## src/rv_isa_pkg.sv

```systemverilog
// RV64 ISA definitions
`default_nettype none

package rv_isa_pkg;

    localparam int XLEN = 64;

    typedef logic [XLEN-1:0] xlen_t;   // data and address word
    typedef logic [31:0]     inst_t;   // raw instruction
    typedef logic [4:0]      reg_addr_t;

    // boot address, matches the memory map of the sim
    localparam xlen_t RESET_PC = 64'h0000_0000_8000_0000;

    // major opcodes, bits [6:0]
    localparam logic [6:0] OPC_OP_IMM = 7'b001_0011;
    localparam logic [6:0] OPC_OP     = 7'b011_0011;
    localparam logic [6:0] OPC_LUI    = 7'b011_0111;
    localparam logic [6:0] OPC_AUIPC  = 7'b001_0111;
    localparam logic [6:0] OPC_BRANCH = 7'b110_0011;
    localparam logic [6:0] OPC_JAL    = 7'b110_1111;
    localparam logic [6:0] OPC_JALR   = 7'b110_0111;

    // funct3 values
    localparam logic [2:0] F3_ADD = 3'b000;   // also jalr
    localparam logic [2:0] F3_BEQ = 3'b000;
    localparam logic [2:0] F3_BNE = 3'b001;

    // funct7 values
    localparam logic [6:0] F7_ADD = 7'b000_0000;
    localparam logic [6:0] F7_SUB = 7'b010_0000;

endpackage

`default_nettype wire

```

## src/rv_reg_file.sv

```systemverilog
// Integer register file
`default_nettype none

module rv_reg_file (
    input  wire                         clk,
    input  wire                         rst_n,
    input  wire                         wen,
    input  wire rv_isa_pkg::reg_addr_t  waddr,
    input  wire rv_isa_pkg::xlen_t      wdata,
    input  wire rv_isa_pkg::reg_addr_t  rs1,
    input  wire rv_isa_pkg::reg_addr_t  rs2,
    output rv_isa_pkg::xlen_t           rs1_data,
    output rv_isa_pkg::xlen_t           rs2_data
);
    import rv_isa_pkg::*;

    xlen_t regs [1:31];   // x0 has no storage

    always_ff @(posedge clk or negedge rst_n) begin
        if (!rst_n) begin
            for (int i = 1; i < 32; i++) begin
                regs[i] <= '0;
            end
        end else if (wen && waddr != '0) begin
            regs[waddr] <= wdata;
        end
    end

    // async read ports
    assign rs1_data = (rs1 == '0) ? '0 : regs[rs1];
    assign rs2_data = (rs2 == '0) ? '0 : regs[rs2];

endmodule

`default_nettype wire

```

## config.mk

```make
export PLATFORM = sky130hd
export DESIGN_NAME = rv_reg_file
export DESIGN_NICKNAME = d
export VERILOG_FILES = /design/src/rv_isa_pkg.sv /design/src/rv_reg_file.sv
export SDC_FILE = /design/constraint.sdc
export NUM_CORES = 2
export LEC_CHECK = 0
export BUFFER_PORTS_ARGS = -buffer_cell sky130_fd_sc_hd__buf_2
export CAP_MARGIN = 0
export CORE_MARGIN = 5
export CORE_UTILIZATION = 48
export CTS_BUF_LIST = sky130_fd_sc_hd__clkbuf_4 sky130_fd_sc_hd__clkbuf_8
export CTS_CLUSTER_DIAMETER = 150
export DETAILED_ROUTE_END_ITERATION = 12
export PLACE_DENSITY = 0.67
export SLEW_MARGIN = 15
export SYNTH_ARGS = -nofsm -noshare
export SYNTH_HDL_FRONTEND = slang
export SYNTH_SLANG_ARGS = --single-unit
export TNS_END_PERCENT = 5
```

## constraint.sdc

```tcl
create_clock -name clk -period 2.4 [get_ports clk]
set_input_delay 0 -clock clk [delete_from_list [all_inputs] [get_ports clk]]
set_output_delay 0 -clock clk [all_outputs]
set_load 0.1 [all_outputs]
```

After elaboration in Yosys (flattened, before gate mapping)
Index checks and enable logic that the tools add are counted.

operators by class
  $lt $le $gt $ge = 4
  mux-type cells = 11
  bitwise operators = 3
  reduce and logical (&&, ||, !) cells = 5

operators by type and width
  kind                  number
  $bwmux W1984          1
  $bmux W64 S5          2
  $mux W64              7
  $demux W64 S5         1
  $ge A6 B6 Y1 const B  3
  $not A5 Y6            3
  $logic_not A5 Y1      2
  $lt A6 B1 Y1 const B  1
  $reduce_bool A5 Y1    1
  $logic_and A1 B1 Y1   2

storage, ports and cells
  register bits after elaboration = 1984
  input port bits = 82
  output and inout port bits = 128
  word-level logic and storage cells = 54

Logic depth before layout (Yosys ltp)
  word-level depth = 6
  gate-level depth with buffers = 10
  mapped depth without buffers = 5

Worst setup path after synthesis
OpenSTA, ideal clock, no wires.

  path type = in2out
  start = input port rs2[1]
  end = output port rs2_data[34]
  arrival = 3.425 ns
  required time = 2.400 ns
  setup slack = -1.025 ns
  stages on the path = 9
  buffers on the path = 4
  cell sequence = buf_2 > buf_2 > buf_2 > buf_2 > mux4_2 > mux2i_1 > nand2_1 > o21ai_0 > a211oi_1

on the way
  longest elaborated chain between the ends = 5
  elaborated cells on any way between the ends = 6
  classes of those cells = mux (4); bitwise (1); reduce/logical (1)

ends and longest elaborated chain
  what                                          line               RTL
  start: declaration                            rv_reg_file.sv:11  input wire rv_isa_pkg::reg_addr_t rs2,
  $not A5 Y6 (implied by the code)              rv_reg_file.sv:31  assign rs2_data = (rs2 == '0) ? '0 : regs[rs2];
  $bmux W64 S5                                  rv_reg_file.sv:31
  $mux W64 (implied by the code) (2 in series)  rv_reg_file.sv:31
  $mux W64 *                                    rv_reg_file.sv:31
  end: declaration                              rv_reg_file.sv:13  output rv_isa_pkg::xlen_t rs2_data

Every way passes the cells marked *; elsewhere a longest branch is shown, timed or not. The select of a mux whose other input is x is not followed.

Worst setup path after layout
  start = register regs[838] (netlist name)
  end = output port rs2_data[6]

on the way
  longest elaborated chain between the ends = 4

ends and longest elaborated chain
  what                                          line               RTL
  start: declaration                            rv_reg_file.sv:17  xlen_t regs [1:31];
  start signal: indexed assignment              rv_reg_file.sv:25  regs[waddr] <= wdata;
  $bmux W64 S5                                  rv_reg_file.sv:31
  $mux W64 (implied by the code) (2 in series)  rv_reg_file.sv:31
  $mux W64                                      rv_reg_file.sv:31

Every way passes these cells. The select of a mux whose other input is x is not followed.

==> out/summary.md <==
After synthesis, the largest area contributor takes up 46.5% of total cell area. The peak fanout along the critical path was 2. The most used flip-flop cell after synthesis is sky130_fd_sc_hd__dfrtp_1. The initialized floorplan defines 173 standard-cell rows. The max-slew violation count was 0; the transition time at the pin with the least slew margin was 0.930 ns. The worst path setup slack after routing is -0.567 ns, and the total CTS buffers is 350. The wire-length estimate of the detail-placed layout is 216 mm. A synthesized cell averages 14.3 um2.

The number of nets handed over by synthesis was 7531. The run gives 44 as the count of cell types in the netlist. The share of the Yosys chip area taken by registers is 46.5%. In this run, synthesis inferred 0 flip-flops with an integrated enable.

In this run, synthesis produced a sequential element count of 1984. For the total I/O pin count, the log shows 210. The shortest clock period the worst path allows after layout was 2.97 ns. Including well taps, the total number of placed cells is 10300.

The number of maximum-capacitance constraint violations came out at 0. In this run the remaining antenna-violating nets after routing total 0. Before CTS, the worst setup slack after placement is -0.0657 ns. The first detailed-routing pass took 6 iterations. At the worst endpoint, the required time is 2.40 ns. Clock-pin slew was measured on the worst setup and hold paths at 0.06 ns. The critical path in this run is classified as reg -> out. The die covers 232000 um2. The worst setup path is captured at an output pin. For this block, the via count after detailed routing is 73000. The H-tree generated during clock tree synthesis spans 5 levels. The upper clock frequency limit is 0.337 GHz. The largest registers in the layout are regs x1984. The most critical setup path has its startpoint at regs[838]. At the end of routability-driven placement, the weighted congestion stood at 0.845. Yosys attributes the largest share of cell area to sky130_fd_sc_hd__dfrtp_1 47%, sky130_fd_sc_hd__mux2_2 23%, sky130_fd_sc_hd__mux4_2 16%.

The worst setup path is launched from a flip-flop. The tools report the global-route congestion overflow total as 0. In this run the deepest clock path goes through 4 buffers. During synthesis, Yosys emitted a total of 0 warnings.

Entering global routing, the biggest net connects 163 pins. sky130_fd_sc_hd__dfrtp_1 takes more of the synthesized area than any other cell. The arrival time at the worst endpoint is 2.97 ns.

With fillers left out, the area of the finished cells amounts to 125000 um2. The first global-routing pass estimated 528 mm of wire. From synthesis to final layout, the design area changed by 17.5%.

The number of antenna violations at the first check in global routing was 19. The worst hold path belongs to the class in -> reg. The tools report the final core utilization as 56.6%. The synthesized netlist occupies a cell area of 107000 um2.

Counting every instance in the synthesized netlist gives 7449. The most common cell in the synthesized netlist is sky130_fd_sc_hd__mux2_2. In this run the tool buffered the top-level ports with 209 buffer cells. Setup repair after global routing could not meet its margin everywhere.

The wire length per cell after detailed routing came out at 32.5 um. regs holds more flip-flops than any other register. For this design, the sink count on the clock tree is 1984.

Counting flops with an async set or reset pin after synthesis yields a share of 100%. The routed design has 359 mm of wire. The post-route clock period utilization is 124%.

The run gives 7870 as the final net count. Measured along the y axis, the die boundary spans 481 um. The total power density per cell area was 832 nW/um2. CTS placed an instance of sky130_fd_sc_hd__clkbuf_8 at the clock tree root. Once the floorplan was initialized, standard cells occupied 48.1% of the core. TritonCTS built the clock tree. The final reports fail on negative setup slack.

The run finished, with violations left. The number of hold violations in the final report was 0; the count of non-filler cells in the finished layout was 11000. The mean number of vias per cell is 6.63, and the worst-case vdd ir drop is 0.671 mV. The tools report the number of global-route vias before repair as 76000.

The clock reaches the later pin of the worst-skew pair after 1.02 ns. Across every metal layer, demand over resource in global routing totals 30.7%. The tools report the start point of the worst min-delay path as wdata[11]. Relative max-transition margin: 37.5%.

By count the netlist is led by 2178 x sky130_fd_sc_hd__mux2_2, 1984 x sky130_fd_sc_hd__dfrtp_1, 748 x sky130_fd_sc_hd__mux4_2, 458 x sky130_fd_sc_hd__mux2i_1, 446 x sky130_fd_sc_hd__clkbuf_1. The width of the chip works out to 481 um. The fraction of final layout cells with drive strength greater than 1 was 54.9%. For the final database, setup skew stands at 0 ns. In this run the critical register-to-register path is launched from regs[872].

The number of flip-flops in the largest register came out at 1984. In this run the cell area measured after placement is 116000 um2. In this run the static leakage power is 55.0 nW.

The detailed router finished its first iteration with 7882 violations. After detailed routing, the number of remaining DRC violations is 0. In this run the standard cell core region covers 222000 um2. The run gives 128 as the total setup violations reported at the end of the flow.
worst max-delay path: stages, from the launching register on:
cell,delay [ns]
sky130_fd_sc_hd__dfrtp_1,0.40
sky130_fd_sc_hd__mux4_2,0.47
sky130_fd_sc_hd__mux2_2,0.28
sky130_fd_sc_hd__o211ai_1,0.30
sky130_fd_sc_hd__o21ai_2,0.14
sky130_fd_sc_hd__buf_6,0.18
sky130_fd_sc_hd__buf_12,0.16
cell usage in the layout, fill, tap and decap left out, types with 107 or more instances in the layout:
cell type,Yosys,final
sky130_fd_sc_hd__nand2_1,253,239
sky130_fd_sc_hd__mux4_2,748,748
sky130_fd_sc_hd__mux2i_1,458,457
sky130_fd_sc_hd__clkbuf_8,0,443
sky130_fd_sc_hd__mux2_2,2178,2174
sky130_fd_sc_hd__nor2b_1,121,107
sky130_fd_sc_hd__a221oi_1,119,109
sky130_fd_sc_hd__buf_12,0,329
sky130_fd_sc_hd__buf_4,41,289
sky130_fd_sc_hd__dfrtp_1,1984,1984
sky130_fd_sc_hd__a21oi_1,121,116
metrics by stage:
| stage | setup TNS [ns] | total power [mW] | hold WS [ns] |
|---|---|---|---|
| 2_1_floorplan | -25.18 | 62.3 | -0.296 |
| 3_3_place_gp | -0.0541 | 69.5 | -0.0512 |
| 3_5_place_dp | -2.59 | 70.7 | -0.0506 |
| 4_1_cts | -55.23 | 104 | 0.0377 |
| 5_1_grt | -59.33 | 109 | 0.101 |
| 6_report | -43.95 | 104 | 0.136 |
layout make-up:
| class | count | area, um2 |
|---|---|---|
| Multi-Input combinational cell | 4662 | 54400 |
| Sequential cell | 1984 | 49600 |
| Clock inverter | 52 | 500 |
| Inverter | 1 | 6.26 |
| Timing Repair Buffer | 789 | 10200 |
| Clock buffer | 544 | 6850 |
| Fill cell | 17700 | 96300 |
| Antenna cell | 16 | 40.0 |
| Tap cell | 2975 | 3720 |
report_power, final:
group	switching (mW)	total [mW]	internal, mW
clock	14.3	33.3	19.0
combinational	12.0	26.0	14.0
sequential	5.03	45.1	40.0
worst paths after layout:
| kind | end | slack [ns] | cells after the start |
|---|---|---|---|
| setup / recovery | rs2_data[6] | -0.57 | 6 |
| hold reg to reg | regs[635] | 0.52 | 1 |
| min in group asynchronous | regs[960] | 0.26 | 4 |
| setup reg to reg | regs[872] | 1.06 | 2 |
| max in group asynchronous | regs[146] | 1.06 | 6 |
| hold / removal | regs[1227] | 0.14 | 3 |
cells by family (layout without fill, tap and decap cells):
group | count (synthesis) | after routing | synth area share, %
AO/OA/AOI/OAI | 651 | 651 | 4.21
buffers and inverters | 803 | 1386 | 3.37
flip-flops | 1984 | 1984 | 46.5
multiplexers | 3391 | 3391 | 43.2
other | 0 | 16 | 0
AND/OR/NAND/NOR | 620 | 620 | 2.69
metal layers:
layer | part of all wire [%] | vias to the layer above | routed length [um] | track usage, %
met5 | 0.017 | - | 61 | 0
met4 | 5.3 | 10 | 18900 | 14.5
met3 | 8.4 | 961 | 30000 | 6.37
met2 | 46 | 3634 | 165000 | 47.3
met1 | 40 | 39200 | 144000 | 42.0
li1 | - | 29200 | - | -
timing repair:
item	CTS	global route
resized for setup	159	34
hold endpoints to repair	3968	0
setup endpoints to repair	128	128
hold buffers	82	0
pin swaps	35	23
buffers inserted	3	1
No activity file was read; power rests on OpenSTA's default activity.
