$ cat src/rv_isa_pkg.sv
// RV64 ISA definitions
`default_nettype none

package rv_isa_pkg;

    localparam int XLEN = 64;

    typedef logic [XLEN-1:0] xlen_t;   // data and address word
    typedef logic [31:0]     inst_t;   // raw instruction
    typedef logic [4:0]      reg_addr_t;

    // boot address, matches the memory map of the sim
    localparam xlen_t RESET_PC = 64'h0000_0000_8000_0000;

    // major opcodes, bits [6:0]
    localparam logic [6:0] OPC_OP_IMM = 7'b001_0011;
    localparam logic [6:0] OPC_OP     = 7'b011_0011;
    localparam logic [6:0] OPC_LUI    = 7'b011_0111;
    localparam logic [6:0] OPC_AUIPC  = 7'b001_0111;
    localparam logic [6:0] OPC_BRANCH = 7'b110_0011;
    localparam logic [6:0] OPC_JAL    = 7'b110_1111;
    localparam logic [6:0] OPC_JALR   = 7'b110_0111;

    // funct3 values
    localparam logic [2:0] F3_ADD = 3'b000;   // also jalr
    localparam logic [2:0] F3_BEQ = 3'b000;
    localparam logic [2:0] F3_BNE = 3'b001;

    // funct7 values
    localparam logic [6:0] F7_ADD = 7'b000_0000;
    localparam logic [6:0] F7_SUB = 7'b010_0000;

endpackage

`default_nettype wire

$ cat src/rv_ctrl_pkg.sv
// Core control encodings
`default_nettype none

package rv_ctrl_pkg;

    typedef enum logic {
        ALU_ADD,
        ALU_SUB
    } alu_op_e;

    // immediate layout picked by decode
    typedef enum logic [1:0] {
        IMM_I,
        IMM_U,
        IMM_B,
        IMM_J
    } imm_sel_e;

    // alu operand pair, first named operand goes to port a
    typedef enum logic [1:0] {
        SRC_REG_REG,
        SRC_REG_IMM,
        SRC_ZERO_IMM,   // lui
        SRC_PC_IMM      // auipc
    } src_sel_e;

    typedef enum logic [1:0] {
        PC_SEQ,
        PC_BRANCH,
        PC_JAL,
        PC_JALR
    } pc_sel_e;

endpackage

`default_nettype wire

$ cat src/rv_decode.sv
// Instruction decoder
`default_nettype none

module rv_decode (
    input  wire rv_isa_pkg::inst_t     inst,
    output rv_isa_pkg::reg_addr_t      rs1,
    output rv_isa_pkg::reg_addr_t      rs2,
    output rv_isa_pkg::reg_addr_t      rd,
    output logic                       reg_wen,
    output rv_isa_pkg::xlen_t          imm,
    output rv_ctrl_pkg::alu_op_e       alu_op,
    output rv_ctrl_pkg::src_sel_e      src_sel,
    output rv_ctrl_pkg::pc_sel_e       pc_sel,
    output logic                       branch_ne,
    output logic                       illegal
);
    import rv_isa_pkg::*;
    import rv_ctrl_pkg::*;

    logic [6:0] opcode;
    logic [2:0] funct3;
    logic [6:0] funct7;
    imm_sel_e   imm_sel;

    assign opcode = inst[6:0];
    assign funct3 = inst[14:12];
    assign funct7 = inst[31:25];

    assign rs1 = inst[19:15];
    assign rs2 = inst[24:20];
    assign rd  = inst[11:7];

    always_comb begin
        reg_wen   = 1'b0;   // safe defaults, also the illegal case
        alu_op    = ALU_ADD;
        src_sel   = SRC_REG_IMM;
        pc_sel    = PC_SEQ;
        imm_sel   = IMM_I;
        branch_ne = 1'b0;
        illegal   = 1'b0;
        case (opcode)
            OPC_OP_IMM: begin
                if (funct3 == F3_ADD) reg_wen = 1'b1;   // addi
                else                  illegal = 1'b1;
            end
            OPC_OP: begin
                src_sel = SRC_REG_REG;
                if (funct3 == F3_ADD && funct7 == F7_ADD) begin
                    reg_wen = 1'b1;
                end else if (funct3 == F3_ADD && funct7 == F7_SUB) begin
                    reg_wen = 1'b1;
                    alu_op  = ALU_SUB;
                end else begin
                    illegal = 1'b1;
                end
            end
            OPC_LUI: begin
                reg_wen = 1'b1;
                imm_sel = IMM_U;
                src_sel = SRC_ZERO_IMM;
            end
            OPC_AUIPC: begin
                reg_wen = 1'b1;
                imm_sel = IMM_U;
                src_sel = SRC_PC_IMM;
            end
            OPC_BRANCH: begin
                imm_sel = IMM_B;
                case (funct3)
                    F3_BEQ: pc_sel = PC_BRANCH;
                    F3_BNE: begin
                        pc_sel    = PC_BRANCH;
                        branch_ne = 1'b1;
                    end
                    default: illegal = 1'b1;
                endcase
            end
            OPC_JAL: begin
                reg_wen = 1'b1;
                imm_sel = IMM_J;
                pc_sel  = PC_JAL;
            end
            OPC_JALR: begin
                if (funct3 == F3_ADD) begin
                    reg_wen = 1'b1;
                    pc_sel  = PC_JALR;
                end else begin
                    illegal = 1'b1;
                end
            end
            default: illegal = 1'b1;
        endcase
    end

    // sign-extended immediate
    always_comb begin
        case (imm_sel)
            IMM_I:   imm = {{(XLEN-12){inst[31]}}, inst[31:20]};
            IMM_U:   imm = {{(XLEN-32){inst[31]}}, inst[31:12], 12'b0};
            IMM_B:   imm = {{(XLEN-13){inst[31]}}, inst[31], inst[7], inst[30:25],
                            inst[11:8], 1'b0};
            IMM_J:   imm = {{(XLEN-21){inst[31]}}, inst[31], inst[19:12], inst[20],
                            inst[30:21], 1'b0};
            default: imm = '0;
        endcase
    end

endmodule

`default_nettype wire

$ cat config.mk
export PLATFORM = sky130hd
export DESIGN_NAME = rv_decode
export DESIGN_NICKNAME = d
export VERILOG_FILES = /design/src/rv_isa_pkg.sv /design/src/rv_ctrl_pkg.sv /design/src/rv_decode.sv
export SDC_FILE = /design/constraint.sdc
export NUM_CORES = 1
export LEC_CHECK = 0
export BUFFER_PORTS_ARGS = -buffer_cell sky130_fd_sc_hd__buf_2
export CAP_MARGIN = 20
export CORE_MARGIN = 1.5
export CORE_UTILIZATION = 30
export DETAILED_ROUTE_END_ITERATION = 8
export MAX_ROUTING_LAYER = met4
export PLACE_DENSITY_LB_ADDON = 0.1
export SYNTH_ARGS = -nofsm -noshare
export SYNTH_HDL_FRONTEND = slang
export SYNTH_SLANG_ARGS = --single-unit
$ cat constraint.sdc
create_clock -name vclk -period 2.65
set_clock_uncertainty 0.15 [all_clocks]
set_input_delay 0.265 -clock vclk [all_inputs]
set_output_delay 0.265 -clock vclk [all_outputs]
set_load 0.1 [all_outputs]
# After elaboration in Yosys (flattened, before gate mapping)

Cells that the tools add are included.

Bits in registers: 0
Word-level logic and storage cells: 40

Eq/ne operators: 12
Mux-type cells: 19
Reduce and logical (&&, ||, !) cells: 9

Operators by type and width:

| cell                                                 | number |
|---|---|
| case mux 64 bit (4 select lines)                     | 1 |
| equality test 7 x 6 -> 1 bit (second input constant) | 3 |
| equality test 7 bit (second input constant)          | 3 |
| case mux 2 bit (3 select lines)                      | 3 |
| equality test 7 x 5 -> 1 bit (second input constant) | 2 |
| two-way mux 1 bit                                    | 12 |
| logical NOT 7 bit                                    | 1 |
| OR reduction 2 bit                                   | 3 |
| equality test 2 bit (second input constant)          | 2 |
| case mux 1 bit (4 select lines)                      | 1 |
| equality test 3 x 1 -> 1 bit (second input constant) | 1 |
| logical NOT 3 bit                                    | 1 |
| case mux 1 bit (3 select lines)                      | 1 |
| OR reduction 3 bit                                   | 1 |
| equality test 2 x 1 -> 1 bit (second input constant) | 1 |
| logical AND 1 bit                                    | 2 |
| logical NOT 2 bit                                    | 1 |
| two-way mux 2 bit                                    | 1 |

# Longest topological paths before layout

Depth in word-level cells: 5
Depth in mapped cells: 6

# Worst setup path before layout

Ideal clock, no wire load.

Path type: input port to output port
Start: input port inst[2]
End: output port imm[11]
Data required time: 2,235 ps
Stages on the path: 5
Arrival: 2,951 ps
Setup slack: -716 ps
Cells stage by stage: buf_4 -> and3_1 -> a21boi_1 -> nand2_1 -> o21ai_0

Word-level cells in the longest chain between the ends: 5
Elaborated cells on any way between the ends: 11
Classes of those cells: eq/ne (7); mux (2); reduce/logical (2)

RTL lines:

| element                                                                             | RTL line        | RTL |
|---|---|---|
| start: declaration                                                                  | rv_decode.sv:5  | `input wire rv_isa_pkg::inst_t inst,` |
| equality test 7 x 5 -> 1 bit / equality test 7 x 6 -> 1 bit (equally long branches) | rv_decode.sv:41 | `case (opcode)` |
| OR reduction 2 bit (no line)                                                        | n/a             |  |
| case mux 2 bit (3 select lines) *                                                   | rv_decode.sv:41 |  |
| equality test 2 bit, or another cell as far along                                   | rv_decode.sv:97 | `case (imm_sel)` |
| case mux 64 bit (4 select lines) *                                                  | rv_decode.sv:97 |  |
| end: declaration                                                                    | rv_decode.sv:10 | `output rv_isa_pkg::xlen_t imm,` |

Every way passes the cells marked *; elsewhere a longest branch is shown, timed or not. The select of a mux whose other input is x is not followed.

# Final worst setup path

Start: input port inst[29]
End: output port alu_op

Word-level cells in the longest chain between the ends: 5
Elaborated cells on any way between the ends: 7
Classes of those cells: eq/ne (1); mux (3); reduce/logical (3)

RTL lines:

| element                      | RTL line        | RTL |
|---|---|---|
| equality test 7 x 6 -> 1 bit | rv_decode.sv:50 | `end else if (funct3 == F3_ADD && funct7 == F7_SUB) begin` |
| logical AND 1 bit            | rv_decode.sv:50 |  |
| two-way mux 1 bit            | rv_decode.sv:50 |  |
| two-way mux 1 bit *          | rv_decode.sv:48 | `if (funct3 == F3_ADD && funct7 == F7_ADD) begin` |
| two-way mux 1 bit *          | rv_decode.sv:41 |  |
| end: declaration             | rv_decode.sv:11 | `output rv_ctrl_pkg::alu_op_e alu_op,` |

Every way passes the cells marked *; elsewhere a longest branch is shown, timed or not.

==> reports/metrics.csv <==
stage,metric,value,unit
min_path,Hold WC Path Type,input pin to output port,
synth,largest area contributor in the netlist,buf_4,
floorplan,die height,59.4,microns
layout,ANT cells,0,
timing,Final setup viols,0,
global_route,largest net degree at the start of global routing,36,
placement,Final HPWL DP,2440,microns
setup_path,CP Max Fanout,3,
layout,"most common cell after layout, fill and taps aside",buf_2,
layout,Seq cells,0,
power_and_ir_drop,peak supply drop,0.407,mV
route,vias per cell,4.54,
timing,Final Hold Violating Endpoints,0,
min_path,Hold EP,rs1[2],
synth,synthesized area,955,sq um
timing,Fin Setup TNS,0,ps
power_and_ir_drop,Power Density,477,mW/mm^2
run,Max-Cap Viols,0,
min_path,Hold Crit Start,inst[17],
power_and_ir_drop,Overall Power,0.739,mW
layout,# clk buffers,0,
synth,Yosys warning total,0,
route,routed vias,1125,
layout,most frequent cells in the layout,"99 x buf_2, 20 x buf_12, 19 x a21o_1",
floorplan,Site Rows,20,
floorplan,Core Area,0.00303,sq mm
setup_path,arrival time at the worst endpoint,1890,ps
layout,register area,0,sq um
timing,RSZ-0062 raised after global routing,false,
synth,"Seq/Total Area, Yosys",0,%
layout,filler cell count in the final layout,304,
floorplan,Die Wd,59.4,microns
global_route,GRT Residual Overflow,0,
setup_path,Crit Path Category,input pin to output port,
route,remaining antenna violation count,0,
layout,ratio of cells with drive above 1 in the final layout,62.7,%
min_path,Worst Hold Depth,2,
synth,syn nets,165,
placement,IO Port Bufs,119,
clock_tree,CTS Hold Buffers Added,0,
layout,Nets,238,
timing,max-slew violations,0,
synth,Synth area leaders,"buf_4 39%, a21o_1 15%, nor2b_1 4.6%",
timing,Worst Max-Slew Pin Slew,514,ps
layout,fin util,51.2,%
route,WL per Instance,11.7,microns
timing,min Tclk post-route,2300,ps
global_route,vias in the first global route,914,
route,DR DRC count,0,
placement,dpl ws,331,ps
synth,Avg Inst Size Synth,7.18,sq um
synth,Cell variety after synth,34,
timing,Slew HR,65.5,%
route,Detailed Routing Iterations Pass 1,6,
setup_path,startpoint types,input pin,
floorplan,Starting Density,31.5,%
global_route,first-pass GRT wire length,4220,microns
clock_tree,# resized after CTS,0,
floorplan,die area,0.00353,sq mm
power_and_ir_drop,static leakage,0.912,nW
timing,fin worst setup slack,347,ps
route,Total Routed Length,2900,microns
clock_tree,number of setup buffers added after CTS,0,
timing,period utilization,86.9,%
floorplan,I/O pin count,119,
layout,synthesis-to-layout area growth,62.4,%
timing,max frequency,434,MHz
global_route,gr usage total,14.9,%
setup_path,worst path required time,2240,ps
synth,post-synth top area share,38.5,%
synth,Syn Inst Count,133,
setup_path,Worst setup EP type,output port,
placement,gpl congestion,0.781,
global_route,initial antenna violation count,0,
outcome,outcome,"finished, final reports clean",
route,DR iter-0 viols,50,
worst max path at each step:
| stage | startpoint | to | slack (ps) |
|---|---|---|---|
| floorplan | inst[2] | imm[11] | 40 |
| global placement | inst[4] | imm[1] | 420 |
| detailed placement | inst[4] | imm[4] | 330 |
| CTS | inst[4] | imm[4] | 330 |
| global route | inst[29] | alu_op | 220 |
| finish | inst[29] | alu_op | 350 |
layout make-up:
type	instances	area, sq um	share of cell area, %
Tap cell	44	55.1	3.55
Timing Repair Buffer	124	933	60.2
Multi-Input combinational cell	80	562	36.2
layer usage:
metal | part of all wire, % | vias to the layer above | global-route usage (%)
met3 | 9.2 | 0 | 1.75
met5 | 0 | - | -
met4 | 0 | 0 | 0
met1 | 42 | 492 | 19.8
met2 | 49 | 67 | 25.7
li1 | - | 566 | -
cells in the mapped netlist, drive strengths merged (3+ instances only):
library cell / n
a22o: 4
and2: 3
nand2: 3
nor2: 7
nor3: 3
nor3b: 3
nor2b: 7
nand3: 4
a21oi: 4
buf: 52
a21o: 19
power by group:
| part | switching [mW] | internal, mW |
|---|---|---|
| registers | 0 | 0 |
| logic | 0.591 | 0.149 |
| clock network | 0 | 0 |
| total | 0.591 | 0.149 |
through the flow:
| stage | cell area, sq um | hold slack (ps) | cells |
|---|---|---|---|
| 2_1_floorplan | 955 | 592 | 133 |
| 3_3_place_gp | 1550 | 764 | 248 |
| 3_5_place_dp | 1550 | 765 | 248 |
| 4_1_cts | 1550 | 765 | 248 |
| 5_1_grt | 1550 | 772 | 248 |
| 6_report | 1550 | 765 | 248 |
cell families (layout without fill, tap and decap cells):
group                  after synthesis  in the layout  share of synthesized area (%)
AND/OR/NAND/NOR                     41             41                           28.0
buffers and inverters               53            124                           41.2
AO/OA/AOI/OAI                       38             38                           29.8
multiplexers                         1              1                           1.05
critical path, cell delays in order:
cell and delay [ps]:
buf_2 110, nor4_1 260, nor3b_1 410, and4_1 290, and2_1 130, buf_2 420
(Power assumes the default switching activity.)
