### config.mk
export PLATFORM = sky130hd
export DESIGN_NAME = rv_execute
export DESIGN_NICKNAME = d
export VERILOG_FILES = /design/src/rv_isa_pkg.sv /design/src/rv_ctrl_pkg.sv /design/src/rv_execute.sv
export SDC_FILE = /design/constraint.sdc
export NUM_CORES = 1
export LEC_CHECK = 0
export CELL_PAD_IN_SITES_DETAIL_PLACEMENT = 1
export CELL_PAD_IN_SITES_GLOBAL_PLACEMENT = 1
export CORE_MARGIN = 4
export CORE_UTILIZATION = 50
export DETAILED_ROUTE_END_ITERATION = 8
export DONT_BUFFER_PORTS = 1
export GPL_TIMING_DRIVEN = 0
export PLACE_DENSITY_LB_ADDON = 0.1
export SYNTH_ARGS = -nofsm -noshare
export SYNTH_HDL_FRONTEND = slang
export SYNTH_SLANG_ARGS = --single-unit
### constraint.sdc
create_clock -name vclk -period 12.55
set_clock_uncertainty 0.05 [all_clocks]
set_input_delay 1.255 -clock vclk [all_inputs]
set_output_delay 1.255 -clock vclk [all_outputs]
set_load 0.05 [all_outputs]
### src/rv_isa_pkg.sv
// RV64 ISA definitions
`default_nettype none

package rv_isa_pkg;

    localparam int XLEN = 64;

    typedef logic [XLEN-1:0] xlen_t;   // data and address word
    typedef logic [31:0]     inst_t;   // raw instruction
    typedef logic [4:0]      reg_addr_t;

    // boot address, matches the memory map of the sim
    localparam xlen_t RESET_PC = 64'h0000_0000_8000_0000;

    // major opcodes, bits [6:0]
    localparam logic [6:0] OPC_OP_IMM = 7'b001_0011;
    localparam logic [6:0] OPC_OP     = 7'b011_0011;
    localparam logic [6:0] OPC_LUI    = 7'b011_0111;
    localparam logic [6:0] OPC_AUIPC  = 7'b001_0111;
    localparam logic [6:0] OPC_BRANCH = 7'b110_0011;
    localparam logic [6:0] OPC_JAL    = 7'b110_1111;
    localparam logic [6:0] OPC_JALR   = 7'b110_0111;

    // funct3 values
    localparam logic [2:0] F3_ADD = 3'b000;   // also jalr
    localparam logic [2:0] F3_BEQ = 3'b000;
    localparam logic [2:0] F3_BNE = 3'b001;

    // funct7 values
    localparam logic [6:0] F7_ADD = 7'b000_0000;
    localparam logic [6:0] F7_SUB = 7'b010_0000;

endpackage

`default_nettype wire

### src/rv_ctrl_pkg.sv
// Core control encodings
`default_nettype none

package rv_ctrl_pkg;

    typedef enum logic {
        ALU_ADD,
        ALU_SUB
    } alu_op_e;

    // immediate layout picked by decode
    typedef enum logic [1:0] {
        IMM_I,
        IMM_U,
        IMM_B,
        IMM_J
    } imm_sel_e;

    // alu operand pair, first named operand goes to port a
    typedef enum logic [1:0] {
        SRC_REG_REG,
        SRC_REG_IMM,
        SRC_ZERO_IMM,   // lui
        SRC_PC_IMM      // auipc
    } src_sel_e;

    typedef enum logic [1:0] {
        PC_SEQ,
        PC_BRANCH,
        PC_JAL,
        PC_JALR
    } pc_sel_e;

endpackage

`default_nettype wire

### src/rv_execute.sv
// ALU and branch compare
`default_nettype none

module rv_execute (
    input  wire rv_isa_pkg::xlen_t      pc,
    input  wire rv_isa_pkg::xlen_t      rs1_data,
    input  wire rv_isa_pkg::xlen_t      rs2_data,
    input  wire rv_isa_pkg::xlen_t      imm,
    input  wire rv_ctrl_pkg::alu_op_e   alu_op,
    input  wire rv_ctrl_pkg::src_sel_e  src_sel,
    input  wire                         branch_ne,
    output rv_isa_pkg::xlen_t           alu_res,
    output logic                        cond_true
);
    import rv_isa_pkg::*;
    import rv_ctrl_pkg::*;

    xlen_t op_a;
    xlen_t op_b;
    logic  regs_equal;

    always_comb begin
        case (src_sel)
            SRC_REG_REG: begin
                op_a = rs1_data;
                op_b = rs2_data;
            end
            SRC_REG_IMM: begin
                op_a = rs1_data;
                op_b = imm;
            end
            SRC_ZERO_IMM: begin
                op_a = '0;   // lui passes the immediate
                op_b = imm;
            end
            SRC_PC_IMM: begin
                op_a = pc;
                op_b = imm;
            end
            default: begin
                op_a = rs1_data;
                op_b = imm;
            end
        endcase
    end

    assign alu_res = (alu_op == ALU_SUB) ? (op_a - op_b) : (op_a + op_b);

    // beq takes on equal, bne on not equal
    assign regs_equal = (rs1_data == rs2_data);
    assign cond_true  = regs_equal ^ branch_ne;

endmodule

`default_nettype wire

# Word level (Yosys, flattened, before mapping)
# Cells that the tools add are included.
dict set report totals {
  ff_bits 0
  input_bits 260
  out_inout_bits 65
}
dict set report classes {
  n_addsub 2
  eq_ne 4
  muxes 3
  bitwise_logic 1
  n_reduce_logical 3
}
# cell n
set ops {}
lappend ops {{64-bit case mux with 3 select lines} 1}
lappend ops {{64-bit case mux with 2 select lines} 1}
lappend ops {{64-bit adder} 1}
lappend ops {{64-bit equality test} 1}
lappend ops {{64-bit two-way mux} 1}
lappend ops {{64-bit subtractor} 1}
lappend ops {{2-bit equality test (second input constant)} 2}
lappend ops {{3-bit OR reduction} 1}
lappend ops {{2-bit by 1-bit equality test with 1-bit output (second input constant)} 1}
lappend ops {{2-bit zero test} 1}
lappend ops {{2-bit OR reduction} 1}
lappend ops {{1-bit bitwise XOR} 1}

# Depth between registers and ports, before layout
dict set report logic_depth {
  depth_word 5
  ltp_mapped 24
}

# Worst setup path after synthesis
# Ideal clock, no wire load.
dict set report synth_timing {
  kind {input-to-output}
  startpoint {input port src_sel[1]}
  endpoint {output port alu_res[55]}
  arrival_time_ns 7.046
  slack_ns 4.199
  stages 21
  path_buffers 8
  cell_sequence {buf_2 nor2_2 buf_2 buf_2 buf_2 buf_2 buf_2 buf_2 mux2i_1 xor2_1 ha_1 clkbuf_1 nand4_1 or2_1 a2111oi_2 o21ai_1 a2111oi_2 nor2_1 o221ai_2 a2111oi_0 a311oi_1}
}
dict set report synth_via {
  elab_chain_len 5
  elab_cells_between_ends 11
}
# item line_no
set synth_lines {}
lappend synth_lines {{start, declared} rv_execute.sv:10} ;# input wire rv_ctrl_pkg::src_sel_e src_sel,
lappend synth_lines {{2-bit equality test, or another cell as far along} rv_execute.sv:23} ;# case (src_sel)
lappend synth_lines {{3-bit OR reduction (no line) or 2-bit OR reduction (tied branches)} -}
lappend synth_lines {{64-bit case mux with 2 select lines or 64-bit case mux with 3 select lines (tied branches)} rv_execute.sv:23}
lappend synth_lines {{64-bit adder or 64-bit subtractor (tied branches)} rv_execute.sv:47} ;# assign alu_res = (alu_op == ALU_SUB) ? (op_a - op_b) : (op_a + op_b);
lappend synth_lines {{64-bit two-way mux (*)} rv_execute.sv:47}
lappend synth_lines {{end, declared} rv_execute.sv:12} ;# output rv_isa_pkg::xlen_t alu_res,
# Mark *: on every way between the ends. The rest lies on a longest branch, timed or not.

# Final worst setup path
dict set report layout_timing {
  startpoint {input port src_sel[1]}
  endpoint {output port alu_res[54]}
}
# Same word-level chain as after synthesis.

==> tab_implementation.tex <==
\begin{tabular}{lr}
\hline
Metric & Value \\
\hline
\multicolumn{2}{l}{\textbf{Route}} \\
Final antenna-violating net count & 0 \\
Vias/cell & roughly 6.8 \\
Average wire per standard cell & 27.4 µm \\
Detailed-router iteration count before antenna repair & 5 \\
Drc violations & 0 \\
Initial DRC Count & a little under 800 \\
Total length of routed wires & $\sim$40,000 µm \\
Via Count & about 10,000 \\
\multicolumn{2}{l}{\textbf{Synthesis}} \\
Cell Area, Synth & around 7900 µm² \\
Number of cells produced by synthesis & $\sim$1,200 \\
Synthesized netlist net count & 1,547 \\
Number of distinct library cell variants in the gate-level netlist after synthesis & 74 \\
Post-synthesis sequential area ratio & 0 \\
Number of warnings reported in the yosys synthesis log & 0 \\
Avg Synthesized Cell Area & $\sim$6.4 µm² \\
\multicolumn{2}{l}{\textbf{Die}} \\
Number of I/O pins & 325 \\
Chip height & around 130 µm \\
Standard-cell rows & 45 \\
Die extent in x & roughly 130 µm \\
Area enclosed by the die boundary & around 18,000 µm² \\
Core area & 15,300 µm² \\
Effective utilization at floorplan & 0.515 \\
\multicolumn{2}{l}{\textbf{Cells and area}} \\
Diodes inserted & 0 \\
Area taken by flip-flops and latches & 0 µm² \\
Total Nets Final & $\sim$1,500 \\
Core utilization of the finished layout & 0.533 \\
Clock buffer cells & 0 \\
Commonest non-fill, non-tap cell in the layout & sky130\_fd\_sc\_hd\_\_nand2\_1 \\
FFs \& Latches & 0 \\
Highest-count cells in the layout ignoring fill and taps & 132 x sky130\_fd\_sc\_hd\_\_nand2\_1, 125 x sky130\_fd\_sc\_hd\_\_a21oi\_1, 114 x sky130\_fd\_sc\_hd\_\_xnor2\_1, 100 x sky130\_fd\_sc\_hd\_\_o21ai\_0 \\
Area added between synthesis and finish & 3.56\% \\
Ratio of cells with drive above 1 in the final layout & 0.0327 \\
Count of fill cells added during filler insertion & approximately 2,200 \\
\multicolumn{2}{l}{\textbf{STA}} \\
Setup TNS & 0 ns \\
Tmin final & roughly 11 ns \\
Tightest hold margin & 2.77 ns \\
Max transition margin & 0.157 \\
Final Max Tran Viols & 0 \\
Setup slack after layout & a little over 2 ns \\
RSZ-0062 raised after global routing & no \\
Maximum frequency from static timing analysis & between 90 and 100 MHz \\
\# setup viols final & 0 \\
Post-route fraction of the period consumed by the critical path & 0.838 \\
Number of hold-slack violations in the final timing report & 0 \\
Worst-Margin Slew & about 1.3 ns \\
\multicolumn{2}{l}{\textbf{Critical path}} \\
Critical Path Max Stage Delay & 1.09 ns \\
Cell with the most instances on the worst path & sky130\_fd\_sc\_hd\_\_buf\_2 \\
Crit path DAT & just over 9 ns \\
Master of the slowest instance on the critical path & sky130\_fd\_sc\_hd\_\_a2111oi\_0 \\
List of cells traversed by the critical path & buf\_2 -> nor2\_2 -> buf\_2 -> buf\_2 -> buf\_2 -> buf\_2 -> buf\_2 -> buf\_2 -> mux2i\_1 -> xnor2\_1 -> fa\_1 -> a21oi\_1 -> a2bb2oi\_1 -> a221oi\_1 -> and3\_1 -> o21ai\_0 -> a2111oi\_0 -> o2111ai\_1 -> nand2b\_1 -> xor2\_1 \\
Largest driver fanout on the critical path & 10 \\
Category of the most critical setup path & in -> out \\
Worst endpoint required time & 11.24 ns \\
Endpoint class of the critical path & output pin \\
Critical Path Source Type & input port \\
\multicolumn{2}{l}{\textbf{Pwr}} \\
Power share of the clock group & 0 \\
Areal power density over the cells & about 110 nW/µm² \\
Overall power & between 0.8 and 0.9 mW \\
Sw power & roughly 0.68 mW \\
Share of total power consumed by net switching & 0.759 \\
Static Leak & about 3.5 nW \\
Maximum vdd drop & $\sim$0.00012 V \\
Register share of total power & 0 \\
Combinational share of power & 1.000 \\
Internal power & between 0.2 and 0.25 mW \\
\multicolumn{2}{l}{\textbf{Outcome}} \\
Result of the run & finished clean \\
\multicolumn{2}{l}{\textbf{Clock tree}} \\
Number of buffers inserted by post-CTS setup repair & 0 \\
Number of buffers inserted by hold repair at cts & 0 \\
Number of gates resized after cts & 0 \\
\multicolumn{2}{l}{\textbf{Global route}} \\
Antenna violations before repair & 0 \\
Largest net degree at the start of global routing & 11 \\
Total global routing overflow & 0 \\
Via count of the first global-routing pass & roughly 9,700 \\
First-pass GRT wire length & $\sim$58,000 µm \\
Total routing usage reported by global routing & 0.412 \\
\multicolumn{2}{l}{\textbf{Placement}} \\
Total of buffers placed on input and output ports & 0 \\
Post-place setup slack & $\sim$2.3 ns \\
Sum of net half-perimeters after detailed placement & between 30,000 and 40,000 µm \\
Weighted congestion reported at the end of routability-driven placement & 0.987 \\
\multicolumn{2}{l}{\textbf{Hold path}} \\
Min-delay worst type & in -> out \\
\multicolumn{2}{l}{\textbf{Flow run}} \\
Max-cap violation count & 0 \\
\hline
\end{tabular}
==> per-layer routing <==
layer / vias up / share of wire / GRT usage
li1: 4366 / - / -
met1: 4684 / 0.37 / 0.498
met2: 652 / 0.46 / 0.700
met3: 112 / 0.12 / 0.108
met4: 0 / 0.050 / 0.159
met5: - / 0 / 0
==> per-stage QoR <==
step,instances,area [µm²]
after floorplan,1223,7880
after global routing,1434,8160
final,1434,8160
after CTS,1434,8160
after detailed placement,1434,8160
after global placement,1434,8140
==> worst max-delay path, delay by kind of cell <==
family / cells / cell delay (ns)
and+or+nand+nor: 3 / 1.16
adders and majority gates: 1 / 0.28
AOI/OAI and AO/OA: 6 / 2.65
muxes: 1 / 0.27
xor gates and xnor gates: 2 / 1.02
buffers and inverters: 7 / 2.56
==> cells by family (layout without fill, tap and decap cells) <==
| logic type | count (synthesis) | in the layout | synth area share |
|---|---|---|---|
| compound gates | 368 | 368 | 0.290 |
| xor+xnor | 186 | 186 | 0.208 |
| fa+ha+maj | 64 | 64 | 0.103 |
| buf+inv | 148 | 148 | 0.0735 |
| mux | 61 | 61 | 0.0776 |
| simple gates | 396 | 396 | 0.248 |
==> power by group through the flow <==
stage	sequential, mW	combinational, mW	clock [mW]
after CTS	0	0.881	0
after floorplan	0	0.728	0
after global routing	0	0.939	0
final	0	0.893	0
after detailed placement	0	0.877	0
after global placement	0	0.864	0
==> synthesized netlist by cell type (9+ instances only) <==
cell type / count / area share
sky130_fd_sc_hd__nor4_1: 21 / 0.017
sky130_fd_sc_hd__nor2b_1: 9 / 0.0071
sky130_fd_sc_hd__buf_2: 13 / 0.0083
sky130_fd_sc_hd__nor3_1: 36 / 0.023
sky130_fd_sc_hd__mux2i_1: 60 / 0.076
sky130_fd_sc_hd__nand4_1: 33 / 0.026
sky130_fd_sc_hd__inv_1: 84 / 0.040
sky130_fd_sc_hd__nand3_1: 13 / 0.0083
sky130_fd_sc_hd__nor2_1: 84 / 0.040
sky130_fd_sc_hd__nand2_1: 132 / 0.063
sky130_fd_sc_hd__o31ai_1: 15 / 0.014
sky130_fd_sc_hd__clkbuf_1: 48 / 0.023
sky130_fd_sc_hd__o21bai_1: 16 / 0.015
sky130_fd_sc_hd__o21ai_0: 100 / 0.064
sky130_fd_sc_hd__a31oi_1: 16 / 0.013
sky130_fd_sc_hd__xnor2_1: 114 / 0.13
sky130_fd_sc_hd__ha_1: 63 / 0.10
sky130_fd_sc_hd__a21oi_1: 125 / 0.079
sky130_fd_sc_hd__a21o_1: 41 / 0.039
sky130_fd_sc_hd__xor2_1: 71 / 0.079
sky130_fd_sc_hd__or3_1: 20 / 0.016
sky130_fd_sc_hd__and3_1: 18 / 0.014
==> cell type report <==
cell class,count,area (µm²),share of cell area
plain buffers,64,264,0.0324
multi-input cells,1075,7320,0.897
well taps,211,264,0.0324
inverters,84,315,0.0386
==> worst paths after layout <==
path | startpoint | end | slack (ns) | cells after the start
hold / removal | branch_ne | cond_true | 2.77 | 1
setup / recovery | src_sel[1] | alu_res[54] | 2.04 | 20
Power figures use the tool's default switching activity.
